[config.mk]
export PLATFORM = sky130hd
export DESIGN_NAME = dual_ex_top
export DESIGN_NICKNAME = d
export VERILOG_FILES = /design/src/dual_ex_pkg.sv /design/src/deputy_alu.sv /design/src/dual_ex_top.sv /design/src/execute_stage.sv /design/src/issue_port.sv /design/src/main_alu.sv /design/src/result_port.sv
export SDC_FILE = /design/constraint.sdc
export NUM_CORES = 2
export LEC_CHECK = 0
export BUFFER_PORTS_ARGS = -buffer_cell sky130_fd_sc_hd__buf_2
export CELL_PAD_IN_SITES_DETAIL_PLACEMENT = 0
export CELL_PAD_IN_SITES_GLOBAL_PLACEMENT = 2
export CORE_MARGIN = 2
export CORE_UTILIZATION = 46
export CTS_CLUSTER_DIAMETER = 100
export DETAILED_ROUTE_END_ITERATION = 6
export PLACE_DENSITY = 0.94
export SKIP_LAST_GASP = 1
export SYNTH_ARGS = -nofsm -noshare
export SYNTH_HDL_FRONTEND = slang
export SYNTH_HIERARCHICAL = 1
export SYNTH_SLANG_ARGS = --single-unit
[constraint.sdc]
create_clock -name clk -period 33.3 [get_ports clk]
set_clock_uncertainty 0.15 [all_clocks]
set_input_delay 6.66 -clock clk [delete_from_list [all_inputs] [get_ports clk]]
set_output_delay 6.66 -clock clk [all_outputs]
set_load 0.02 [all_outputs]
[src/dual_ex_pkg.sv]
package dual_ex_pkg;

    localparam int DATA_W_DEFAULT = 32;

    typedef logic [DATA_W_DEFAULT-1:0] word_t;
    typedef logic [31:0] pc_t;
    typedef logic [4:0] reg_tag_t;

    typedef enum logic [3:0] {
        ADD, SUB, AND, OR, XOR, SLL, SRL, SLT,
        BEQ, BNE, BLT,
        MUL,
        NOP
    } op_e;

    typedef enum logic [1:0] {
        IDLE,
        BUSY,
        WAIT_ACK,
        WAIT_DROP
    } pipe_state_e;

    typedef struct packed {
        logic     valid;
        op_e      op;
        pc_t      pc;
        word_t    src_a;
        word_t    src_b;
        word_t    imm;
        reg_tag_t dest;
    } ex_op_t;

    // slot 0 is the first-fetched op
    typedef ex_op_t [1:0] op_pair_t;

    typedef struct packed {
        logic     valid;
        reg_tag_t dest;
        word_t    value;
    } ex_result_t;

    typedef struct packed {
        ex_result_t main_res;
        ex_result_t deputy_res;
        logic       redirect_valid;
        pc_t        redirect_pc;
    } result_pair_t;

    function automatic logic is_alu_op(op_e op);
        return op inside {ADD, SUB, AND, OR, XOR, SLL, SRL, SLT};
    endfunction

    // shamt is already cut down to the shift range by the caller
    function automatic word_t alu_calc(op_e op, word_t a, word_t b, word_t shamt);
        word_t res;
        case (op)
            ADD:     res = a + b;
            SUB:     res = a - b;
            AND:     res = a & b;
            OR:      res = a | b;
            XOR:     res = a ^ b;
            SLL:     res = a << shamt;
            SRL:     res = a >> shamt;
            SLT:     res = word_t'($signed(a) < $signed(b));
            default: res = '0;
        endcase
        return res;
    endfunction

    function automatic logic branch_cond(op_e op, word_t a, word_t b);
        logic cond;
        case (op)
            BEQ:     cond = (a == b);
            BNE:     cond = (a != b);
            BLT:     cond = ($signed(a) < $signed(b));
            default: cond = 1'b0;
        endcase
        return cond;
    endfunction

endpackage

[src/deputy_alu.sv]
`timescale 1ns/1ps

module deputy_alu #(
    parameter int DATA_W = dual_ex_pkg::DATA_W_DEFAULT
) (
    input  dual_ex_pkg::ex_op_t     op_i,
    output dual_ex_pkg::ex_result_t result_o,
    output logic                    taken_o,
    output dual_ex_pkg::pc_t        target_o
);

    localparam int SHAMT_W = $clog2(DATA_W);

    dual_ex_pkg::word_t shamt;
    logic               writes;

    assign shamt = dual_ex_pkg::word_t'(op_i.src_b[SHAMT_W-1:0]);

    // a stray MUL writes nothing since this pipe has no multiplier
    assign writes = op_i.valid && dual_ex_pkg::is_alu_op(op_i.op);

    always_comb begin
        result_o.valid = writes;
        result_o.dest  = op_i.dest;
        result_o.value = dual_ex_pkg::alu_calc(op_i.op, op_i.src_a, op_i.src_b, shamt);
    end

    assign taken_o  = op_i.valid && dual_ex_pkg::branch_cond(op_i.op, op_i.src_a, op_i.src_b);
    assign target_o = op_i.pc + op_i.imm;

endmodule

[src/dual_ex_top.sv]
`timescale 1ns/1ps

module dual_ex_top #(
    parameter int DATA_W = 32
) (
    input  logic                      clk,
    input  logic                      rst_n_i,
    input  logic                      issue_req_i,
    input  dual_ex_pkg::op_pair_t     pair_i,
    output logic                      issue_ack_o,
    output logic                      res_req_o,
    output dual_ex_pkg::result_pair_t res_o,
    input  logic                      res_ack_i
);

    dual_ex_pkg::op_pair_t     pair;
    dual_ex_pkg::result_pair_t res;
    logic                      pair_valid;
    logic                      pair_ready;
    logic                      res_valid;
    logic                      res_ready;

    issue_port u_issue_port (
        .clk          (clk),
        .rst_n_i      (rst_n_i),
        .issue_req_i  (issue_req_i),
        .pair_i       (pair_i),
        .pair_ready_i (pair_ready),
        .issue_ack_o  (issue_ack_o),
        .pair_valid_o (pair_valid),
        .pair_o       (pair)
    );

    execute_stage #(.DATA_W(DATA_W)) u_execute_stage (
        .clk          (clk),
        .rst_n_i      (rst_n_i),
        .pair_valid_i (pair_valid),
        .pair_i       (pair),
        .res_ready_i  (res_ready),
        .pair_ready_o (pair_ready),
        .res_valid_o  (res_valid),
        .res_o        (res)
    );

    result_port u_result_port (
        .clk         (clk),
        .rst_n_i     (rst_n_i),
        .res_valid_i (res_valid),
        .res_i       (res),
        .res_ack_i   (res_ack_i),
        .res_ready_o (res_ready),
        .res_req_o   (res_req_o),
        .res_o       (res_o)
    );

endmodule

[src/execute_stage.sv]
`timescale 1ns/1ps

module execute_stage #(
    parameter int DATA_W = dual_ex_pkg::DATA_W_DEFAULT
) (
    input  logic                      clk,
    input  logic                      rst_n_i,
    input  logic                      pair_valid_i,
    input  dual_ex_pkg::op_pair_t     pair_i,
    input  logic                      res_ready_i,
    output logic                      pair_ready_o,
    output logic                      res_valid_o,
    output dual_ex_pkg::result_pair_t res_o
);

    dual_ex_pkg::op_pair_t     cur_pair;
    dual_ex_pkg::op_pair_t     hold_q;
    dual_ex_pkg::ex_op_t       main_op;
    dual_ex_pkg::ex_op_t       dep_op;
    dual_ex_pkg::ex_result_t   main_res;
    dual_ex_pkg::ex_result_t   dep_res;
    dual_ex_pkg::pc_t          main_target;
    dual_ex_pkg::pc_t          dep_target;
    dual_ex_pkg::result_pair_t res_d;
    dual_ex_pkg::result_pair_t res_q;
    logic                      res_valid_q;
    logic                      out_free;
    logic                      accept;
    logic                      main_busy;
    logic                      main_done;
    logic                      main_taken;
    logic                      dep_taken;
    logic                      main_sel;
    logic                      main_lt;
    logic                      dep_lt;
    logic                      main_wins;
    logic                      dep_wins;

    // nothing else can fill the output register while a MUL runs
    assign out_free     = !res_valid_q || res_ready_i;
    assign pair_ready_o = !main_busy && out_free;
    assign accept       = pair_valid_i && pair_ready_o;

    // during a MUL both pipes work from the held pair
    assign cur_pair = main_busy ? hold_q : pair_i;

    // MUL always goes to the main pipe
    assign main_sel = cur_pair[1].valid && (cur_pair[1].op == dual_ex_pkg::MUL);
    assign main_op  = main_sel ? cur_pair[1] : cur_pair[0];
    assign dep_op   = main_sel ? cur_pair[0] : cur_pair[1];

    main_alu #(.DATA_W(DATA_W)) u_main_alu (
        .clk      (clk),
        .rst_n_i  (rst_n_i),
        .start_i  (accept),
        .op_i     (main_op),
        .done_o   (main_done),
        .busy_o   (main_busy),
        .result_o (main_res),
        .taken_o  (main_taken),
        .target_o (main_target)
    );

    deputy_alu #(.DATA_W(DATA_W)) u_deputy_alu (
        .op_i     (dep_op),
        .result_o (dep_res),
        .taken_o  (dep_taken),
        .target_o (dep_target)
    );

    // older taken branch wins, younger partner is squashed
    assign main_lt   = main_op.pc < dep_op.pc;
    assign dep_lt    = dep_op.pc < main_op.pc;
    assign main_wins = main_taken && (!dep_taken || main_lt);
    assign dep_wins  = dep_taken && !main_wins;

    always_comb begin
        res_d.main_res         = main_res;
        res_d.deputy_res       = dep_res;
        res_d.main_res.valid   = main_res.valid && !(dep_wins && dep_lt);
        res_d.deputy_res.valid = dep_res.valid && !(main_wins && main_lt);
        res_d.redirect_valid   = main_wins || dep_wins;
        res_d.redirect_pc      = main_wins ? main_target : (dep_wins ? dep_target : '0);
    end

    always_ff @(posedge clk) begin
        if (accept) begin
            hold_q <= pair_i;
        end
    end

    always_ff @(posedge clk or negedge rst_n_i) begin
        if (!rst_n_i) begin
            res_valid_q <= 1'b0;
        end else if (main_done) begin
            res_valid_q <= 1'b1;
        end else if (res_ready_i) begin
            res_valid_q <= 1'b0;
        end
    end

    always_ff @(posedge clk) begin
        if (main_done) begin
            res_q <= res_d;
        end
    end

    assign res_valid_o = res_valid_q;
    assign res_o       = res_q;

endmodule

[src/issue_port.sv]
`timescale 1ns/1ps

module issue_port (
    input  logic                  clk,
    input  logic                  rst_n_i,
    input  logic                  issue_req_i,
    input  dual_ex_pkg::op_pair_t pair_i,
    input  logic                  pair_ready_i,
    output logic                  issue_ack_o,
    output logic                  pair_valid_o,
    output dual_ex_pkg::op_pair_t pair_o
);

    dual_ex_pkg::pipe_state_e state_q;
    dual_ex_pkg::op_pair_t    buf_q;
    logic                     buf_valid_q;
    logic                     capture;

    // only take a new pair into an empty buffer
    assign capture = (state_q == dual_ex_pkg::IDLE) && issue_req_i && !buf_valid_q;

    always_ff @(posedge clk or negedge rst_n_i) begin
        if (!rst_n_i) begin
            state_q <= dual_ex_pkg::IDLE;
        end else begin
            case (state_q)
                dual_ex_pkg::IDLE: begin
                    if (capture) begin
                        state_q <= dual_ex_pkg::WAIT_DROP;
                    end
                end
                dual_ex_pkg::WAIT_DROP: begin
                    // hold ack until the source lets go of req
                    if (!issue_req_i) begin
                        state_q <= dual_ex_pkg::IDLE;
                    end
                end
                default: state_q <= dual_ex_pkg::IDLE;
            endcase
        end
    end

    always_ff @(posedge clk or negedge rst_n_i) begin
        if (!rst_n_i) begin
            buf_valid_q <= 1'b0;
        end else if (capture) begin
            buf_valid_q <= 1'b1;
        end else if (buf_valid_q && pair_ready_i) begin
            buf_valid_q <= 1'b0;
        end
    end

    always_ff @(posedge clk) begin
        if (capture) begin
            buf_q <= pair_i;
        end
    end

    assign issue_ack_o  = (state_q == dual_ex_pkg::WAIT_DROP);
    assign pair_valid_o = buf_valid_q;
    assign pair_o       = buf_q;

endmodule

[src/main_alu.sv]
`timescale 1ns/1ps

module main_alu #(
    parameter int DATA_W = dual_ex_pkg::DATA_W_DEFAULT
) (
    input  logic                    clk,
    input  logic                    rst_n_i,
    input  logic                    start_i,
    input  dual_ex_pkg::ex_op_t     op_i,
    output logic                    done_o,
    output logic                    busy_o,
    output dual_ex_pkg::ex_result_t result_o,
    output logic                    taken_o,
    output dual_ex_pkg::pc_t        target_o
);

    localparam int SHAMT_W = $clog2(DATA_W);

    dual_ex_pkg::pipe_state_e state_q;
    logic [SHAMT_W-1:0]       cnt_q;
    dual_ex_pkg::word_t       mcand_q;
    dual_ex_pkg::word_t       mplier_q;
    dual_ex_pkg::word_t       acc_q;
    dual_ex_pkg::word_t       acc_next;
    dual_ex_pkg::word_t       shamt;
    logic                     is_mul;
    logic                     mul_start;
    logic                     mul_last;

    assign is_mul    = op_i.valid && (op_i.op == dual_ex_pkg::MUL);
    assign mul_start = (state_q == dual_ex_pkg::IDLE) && start_i && is_mul;
    assign mul_last  = (state_q == dual_ex_pkg::BUSY) && (cnt_q == SHAMT_W'(DATA_W - 1));
    assign shamt     = dual_ex_pkg::word_t'(op_i.src_b[SHAMT_W-1:0]);

    // one partial product per cycle
    assign acc_next = acc_q + (mplier_q[0] ? mcand_q : '0);

    always_ff @(posedge clk or negedge rst_n_i) begin
        if (!rst_n_i) begin
            state_q <= dual_ex_pkg::IDLE;
            cnt_q   <= '0;
        end else begin
            case (state_q)
                dual_ex_pkg::IDLE: begin
                    if (mul_start) begin
                        state_q <= dual_ex_pkg::BUSY;
                        cnt_q   <= '0;
                    end
                end
                dual_ex_pkg::BUSY: begin
                    cnt_q <= cnt_q + 1'b1;
                    if (mul_last) begin
                        state_q <= dual_ex_pkg::IDLE;
                    end
                end
                default: state_q <= dual_ex_pkg::IDLE;
            endcase
        end
    end

    always_ff @(posedge clk) begin
        if (mul_start) begin
            mcand_q  <= op_i.src_a;
            mplier_q <= op_i.src_b;
            acc_q    <= '0;
        end else if (state_q == dual_ex_pkg::BUSY) begin
            mcand_q  <= mcand_q << 1;
            mplier_q <= mplier_q >> 1;
            acc_q    <= acc_next;
        end
    end

    assign busy_o = (state_q == dual_ex_pkg::BUSY);

    // single-cycle ops finish in the start cycle
    assign done_o = ((state_q == dual_ex_pkg::IDLE) && start_i && !is_mul) || mul_last;

    always_comb begin
        result_o.dest = op_i.dest;
        if (state_q == dual_ex_pkg::BUSY) begin
            result_o.valid = op_i.valid;
            result_o.value = acc_next;
        end else begin
            result_o.valid = op_i.valid && dual_ex_pkg::is_alu_op(op_i.op);
            result_o.value = dual_ex_pkg::alu_calc(op_i.op, op_i.src_a, op_i.src_b, shamt);
        end
    end

    assign taken_o  = op_i.valid && dual_ex_pkg::branch_cond(op_i.op, op_i.src_a, op_i.src_b);
    assign target_o = op_i.pc + op_i.imm;

endmodule

[src/result_port.sv]
`timescale 1ns/1ps

module result_port (
    input  logic                      clk,
    input  logic                      rst_n_i,
    input  logic                      res_valid_i,
    input  dual_ex_pkg::result_pair_t res_i,
    input  logic                      res_ack_i,
    output logic                      res_ready_o,
    output logic                      res_req_o,
    output dual_ex_pkg::result_pair_t res_o
);

    dual_ex_pkg::pipe_state_e  state_q;
    dual_ex_pkg::result_pair_t out_q;
    logic                      take;

    assign res_ready_o = (state_q == dual_ex_pkg::IDLE);
    assign take        = res_ready_o && res_valid_i;

    always_ff @(posedge clk or negedge rst_n_i) begin
        if (!rst_n_i) begin
            state_q <= dual_ex_pkg::IDLE;
        end else begin
            case (state_q)
                dual_ex_pkg::IDLE: begin
                    if (take) begin
                        state_q <= dual_ex_pkg::WAIT_ACK;
                    end
                end
                dual_ex_pkg::WAIT_ACK: begin
                    if (res_ack_i) begin
                        state_q <= dual_ex_pkg::WAIT_DROP;
                    end
                end
                dual_ex_pkg::WAIT_DROP: begin
                    // sink must release ack before the next packet
                    if (!res_ack_i) begin
                        state_q <= dual_ex_pkg::IDLE;
                    end
                end
                default: state_q <= dual_ex_pkg::IDLE;
            endcase
        end
    end

    always_ff @(posedge clk) begin
        if (take) begin
            out_q <= res_i;
        end
    end

    assign res_req_o = (state_q == dual_ex_pkg::WAIT_ACK);
    assign res_o     = out_q;

endmodule
== After elaboration in Yosys (flattened, before gate mapping) ==
Index checks and enable logic that the tools add are counted.
Storage, ports and cells
  register bits after elaboration: 879
  input port bits: 280
  output and inout bits: 111
  word-level logic and storage cells: 193
Cells by class
  $add $sub $neg: 8
  magnitude comparators: 4
  equality and inequality tests: 38
  shift-type cells: 4
  muxes and demuxes: 32
  bitwise logic cells: 6
  reduce and logical (&&, ||, !) cells: 48
Operator list (number)
  one-hot mux 32 bit (8 select lines): 2
  two-way mux 138 bit: 2
  two-way mux 276 bit: 1
  two-way mux 32 bit: 8
  adder 32 bit: 5
  less-than comparator 32 bit: 4
  bitwise AND 32 bit: 2
  equality test 32 bit: 2
  inequality test 32 bit: 2
  OR 32 bit: 2
  left shift 32 x 5 -> 32 bit: 2
  right shift 32 x 5 -> 32 bit: 2
  subtractor 32 bit: 2
  bitwise XOR 32 bit: 2
  equality test 4 x 3 -> 1 bit, second input constant: 8
  equality test 4 bit, second input constant: 8
  logical AND 1 bit: 21
  equality test 4 x 2 -> 1 bit, second input constant: 4
  nonzero test 8 bit: 2
  two-way mux 2 bit: 7
  one-hot mux 5 bit (2 select lines): 1
  equality test 4 x 1 -> 1 bit, second input constant: 2
  logical NOT 1 bit: 8
  logical NOT 4 bit: 2
  16 further kinds: 39

== Logic depth before layout (Yosys ltp) ==
  depth in word-level cells: 16
  mapped depth: 27
  mapped depth without buffers: 22

== Hierarchy ==
Netlist, hierarchy kept.
By module, submodules not included
  execute_stage: instances 1, cells an instance 912, area an instance 19298.5 µm², seq. area each 11586.1 µm²
  main_alu: instances 1, cells an instance 2007, area an instance 16135.5 µm², seq. area each 2712.6 µm²
  deputy_alu: instances 1, cells an instance 1416, area an instance 10104.7 µm², seq. area each 0.0 µm²
  issue_port: instances 1, cells an instance 283, area an instance 8373.0 µm², seq. area each 8338.0 µm²
  result_port: instances 1, cells an instance 117, area an instance 3359.5 µm², seq. area each 3323.2 µm²

== Least setup slack after synthesis ==
Ideal clock, no wire load.
  path kind: input to register
  from: input issue_req_i
  to: register u_issue_port.buf_q (netlist bit u_issue_port/pair_o[0]) (enable)
  library setup time: 0.866 ns
  arrival time: 16.964 ns
  required time: 32.284 ns
  path slack: 15.321 ns
  stages: 1
  path buffers: 0
  path through: nor3b_2
On the way
  longest elaborated chain between the ends: 2
RTL lines
  start: declaration: line dual_ex_top.sv:8  | input logic issue_req_i,
  logical AND 1 bit (2 in series): line issue_port.sv:20  | assign capture = (state_q == dual_ex_pkg::IDLE) && issue_req_i && !buf_valid_q;
  end signal: assignment: line issue_port.sv:55  | buf_q <= pair_i;
  end: declaration: line issue_port.sv:15  | dual_ex_pkg::op_pair_t buf_q;
Every way passes these cells.
A chain may end at the register's enable or synchronous reset.

==> flow_metrics.env <==
export IMPL_crit_required_ns=33.76
export IMPL_drt_initial_drc_count=5220
export IMPL_reg2regPathDepth=23
export IMPL_track_usage=0.301
export IMPL_r2r_end="u_execute_stage/res_o[2]"
export IMPL_drive_gt1_frac=0.220
export IMPL_path_max_fanout=50
export IMPL_wl_per_cell_um=28.9
export IMPL_rows=129
export IMPL_power_internal_mw=3.76
export IMPL_cts_tree="done"
export IMPL_seqPwrFrac=0.248
export IMPL_min_to="u_result_port/res_o[56]"
export IMPL_status="finished clean"
export IMPL_finalMaxSlewViolations=0
export IMPL_fmax_ghz=0.109
export IMPL_netlist_area_um2=57300
export IMPL_antenna_found_initial=25
export IMPL_start_kind="flop"
export IMPL_period_share=0.275
export IMPL_grt_pass1_wl_mm=283
export IMPL_min_path_cells=0
export IMPL_synth_seq_area_share=0.453
export IMPL_r2r_start="u_execute_stage/u_main_alu/state_q[0]"
export IMPL_grt_start_max_net_pins=150
export IMPL_syn_avg_cell_area_um2=12.1
export IMPL_finalHoldViolCount=0
export IMPL_final_fill_count=10800
export IMPL_synth_cells=4735
export IMPL_vdd_ir_drop_max_uv=67.3
export IMPL_io_pins=391
export IMPL_p_switching_mw=3.30
export IMPL_drt_pass1_iter_count=6
export IMPL_slew_headroom=0.128
export IMPL_synth_seq_cells=877
export IMPL_synth_edff_count=834
export IMPL_seq_area_um2=26000
export IMPL_worst_pin_slew_ns=1.30
export IMPL_clk_path_buf_depth=3
export IMPL_cts_resized_gates=0
export IMPL_route_detailed_drc=0
export IMPL_clk_latency_ns=0.76
export IMPL_port_buffers=390
export IMPL_holdCritPathClass="reg -> reg"
export IMPL_gp_congestion=0.976
export IMPL_p_comb_frac=0.599
export IMPL_ys_flop_type="edfxtp_1"
export IMPL_cap_violations=0
export IMPL_p_sw_frac=0.467
export IMPL_tns_ns=0
export IMPL_finalWirelength_mm=194
export IMPL_p_leak_nw=24.0
export IMPL_floorplan_initialDensity=0.463
export IMPL_root_buffer="clkbuf_16"
export IMPL_synth_cell_types=115
export IMPL_cts_made_buffers=94
export IMPL_cts_setup_buffers=0
export IMPL_powerDensity_nw_per_um2=111
export IMPL_dieArea_um2=127000
export IMPL_fin_total_pwr_mw=7.05
export IMPL_crit_path_end_kind="flop"
export IMPL_grt_ovfl_total=0
export IMPL_htree_levels=3
export IMPL_setup_viol=0
export IMPL_dpl_hpwl_mm=144
export IMPL_worstSetupPathType="reg -> reg"
export IMPL_vias_per_cell=6.40
export IMPL_fin_nets=5639
export IMPL_r2r_setup_slack_ns=24.13
export IMPL_cts_sinks=877
export IMPL_die_height_um=357
export IMPL_core_area_um2=124000
export IMPL_vias=43000
export IMPL_rsz0062_at_grt="no"
export IMPL_postCtsHoldBufs=0
export IMPL_syn_nets=5372
export IMPL_yosys_warnings=6
export IMPL_clkPwrFrac=0.154
export IMPL_worst_hold_startpoint="u_execute_stage/res_o[56]"
export IMPL_grt_pass1_vias=41500
export IMPL_clkTransAtPathRegs_ns=0.06
export IMPL_min_period_ns=9.17
export IMPL_die_width_um=357
export IMPL_multiInputGateArea_um2=29000
export IMPL_async_flop_share=0.0125
export IMPL_area_delta_synth_final_pct=11.3
export IMPL_crit_arrival_ns=9.62
export IMPL_ant_nets=0
cell usage in the layout (no fill, tap or decap), types with 31 or more instances in the layout:
cell	Yosys	final
o211ai_1	36	36
and2_1	47	45
inv_1	269	266
o21bai_1	48	48
xnor2_1	82	82
mux2i_1	76	76
a21oi_1	289	288
a211oi_1	50	50
nand4_1	31	31
nor2b_1	35	35
o21ai_1	36	35
a31oi_1	34	34
a221oi_1	58	58
nor3_1	73	70
mux4_2	362	360
a21o_1	108	108
o22ai_1	36	36
nor2_1	343	341
clkbuf_16	0	94
nand2_1	305	304
o21ai_0	218	217
ha_1	350	350
nand2b_1	40	40
mux2_2	75	75
nand3_1	69	69
buf_4	16	72
a22o_1	41	41
dfxtp_1	32	32
buf_2	56	390
edfxtp_1	834	834
critical path, cell delays in order, from the launching register on:
cell,delay (ns)
dfrtp_4,0.89
buf_4,0.66
nor2_1,0.11
a21oi_1,0.38
or2_4,0.74
buf_4,0.68
mux4_2,0.54
inv_1,0.14
ha_1,0.23
fa_1,0.26
nor2_1,0.08
o221ai_1,0.32
a21o_1,0.22
nand3_1,0.16
a21o_1,0.22
a21oi_1,0.50
o221ai_1,0.27
mux2_2,0.33
o22a_1,0.20
nor2_1,0.10
clkinv_1,0.16
or3_4,0.46
o221ai_4,0.85
a22o_1,0.25
area by class of cell:
type	instances	area share
multi-input cells	3290	0.454
flip-flops and latches	877	0.407
repair buffers	464	0.0397
clock buffers	116	0.0385
well taps	1637	0.0321
inverters	275	0.0162
clock inverters	59	0.0118
diodes	6	0.000235
cell usage after synthesis, types with 41 or more instances:
| cell | number | area share |
|---|---|---|
| clkbuf_1 | 159 | 0.010 |
| nand3_1 | 69 | 0.0060 |
| nand2_1 | 305 | 0.020 |
| nor3_1 | 73 | 0.0064 |
| o21ai_0 | 218 | 0.019 |
| mux4_2 | 362 | 0.14 |
| a21o_1 | 108 | 0.014 |
| a221oi_1 | 58 | 0.0089 |
| inv_1 | 269 | 0.018 |
| mux2_2 | 75 | 0.015 |
| and2_1 | 47 | 0.0051 |
| xnor2_1 | 82 | 0.013 |
| buf_2 | 56 | 0.0049 |
| edfxtp_1 | 834 | 0.44 |
| a211oi_1 | 50 | 0.0066 |
| mux2i_1 | 76 | 0.013 |
| nor2_1 | 343 | 0.022 |
| o21bai_1 | 48 | 0.0063 |
| a22o_1 | 41 | 0.0063 |
| ha_1 | 350 | 0.076 |
| a21oi_1 | 289 | 0.025 |
how the worst max path moves through the flow:
stage	startpoint	to	slack, ns	depth (start not counted)
3_5_place_dp	issue_req_i	u_issue_port/pair_o[140]	23.77	4
3_3_place_gp	issue_req_i	u_issue_port/pair_o[141]	23.86	4
6_report	u_execute_stage/u_main_alu/state_q[0]	u_execute_stage/res_o[2]	24.13	23
5_1_grt	u_execute_stage/u_main_alu/state_q[0]	u_execute_stage/res_o[0]	23.68	23
2_1_floorplan	issue_req_i	u_issue_port/pair_o[0]	15.32	1
4_1_cts	u_execute_stage/u_main_alu/state_q[0]	u_execute_stage/res_o[2]	24.19	23
logic make-up after synthesis:
group / Yosys count / synth area share
AO/OA/AOI/OAI: 1233 / 0.147
AND/OR/NAND/NOR: 1072 / 0.0877
flip-flops: 877 / 0.453
buffers and inverters: 568 / 0.0429
multiplexers: 521 / 0.174
adder cells (fa/ha/maj): 357 / 0.0789
XOR/XNOR: 107 / 0.0164
flip-flops by register name, summed over array words and instances (netlist names):
signal,count
u_issue_port/state_q,1
u_execute_stage/u_main_alu/acc_q,32
u_execute_stage/hold_q,276
u_execute_stage/u_main_alu/state_q,1
u_issue_port/pair_o,276
u_issue_port/pair_valid_o,1
u_execute_stage/u_main_alu/cnt_q,5
u_execute_stage/u_main_alu/mplier_q,32
u_execute_stage/res_valid_o,1
u_result_port/state_q,2
u_result_port/res_o,109
u_execute_stage/res_o,109
u_execute_stage/u_main_alu/mcand_q,32
routing by layer:
layer	up-vias	GRT usage	wire length, um
met5	-	0	209
met1	21500	0.424	82100
li1	19000	-	-
met2	2118	0.462	87300
met4	32	0.104	7170
met3	336	0.0640	17500
per-stage QoR:
step | util | setup slack, ns | hold WS [ns] | std cells | cell area, um^2
2_1_floorplan | - | 15.32 | 0.250 | 4735 | 57300
3_3_place_gp | 0.490 | 23.86 | 0.252 | 6543 | 60500
3_5_place_dp | 0.490 | 23.77 | 0.255 | 6543 | 60500
4_1_cts | 0.516 | 24.19 | 0.268 | 6718 | 63700
5_1_grt | 0.516 | 23.68 | 0.270 | 6722 | 63800
6_report | 0.516 | 24.13 | 0.267 | 6724 | 63800
power by group through the flow:
stage	sequential (mW)	clock [mW]	combinational, mW
2_1_floorplan	1.78	0	2.90
3_3_place_gp	1.75	0	4.12
3_5_place_dp	1.76	0	4.12
4_1_cts	1.75	1.11	4.15
5_1_grt	1.77	1.15	4.51
6_report	1.75	1.08	4.22
Power figures use the tool's default switching activity.
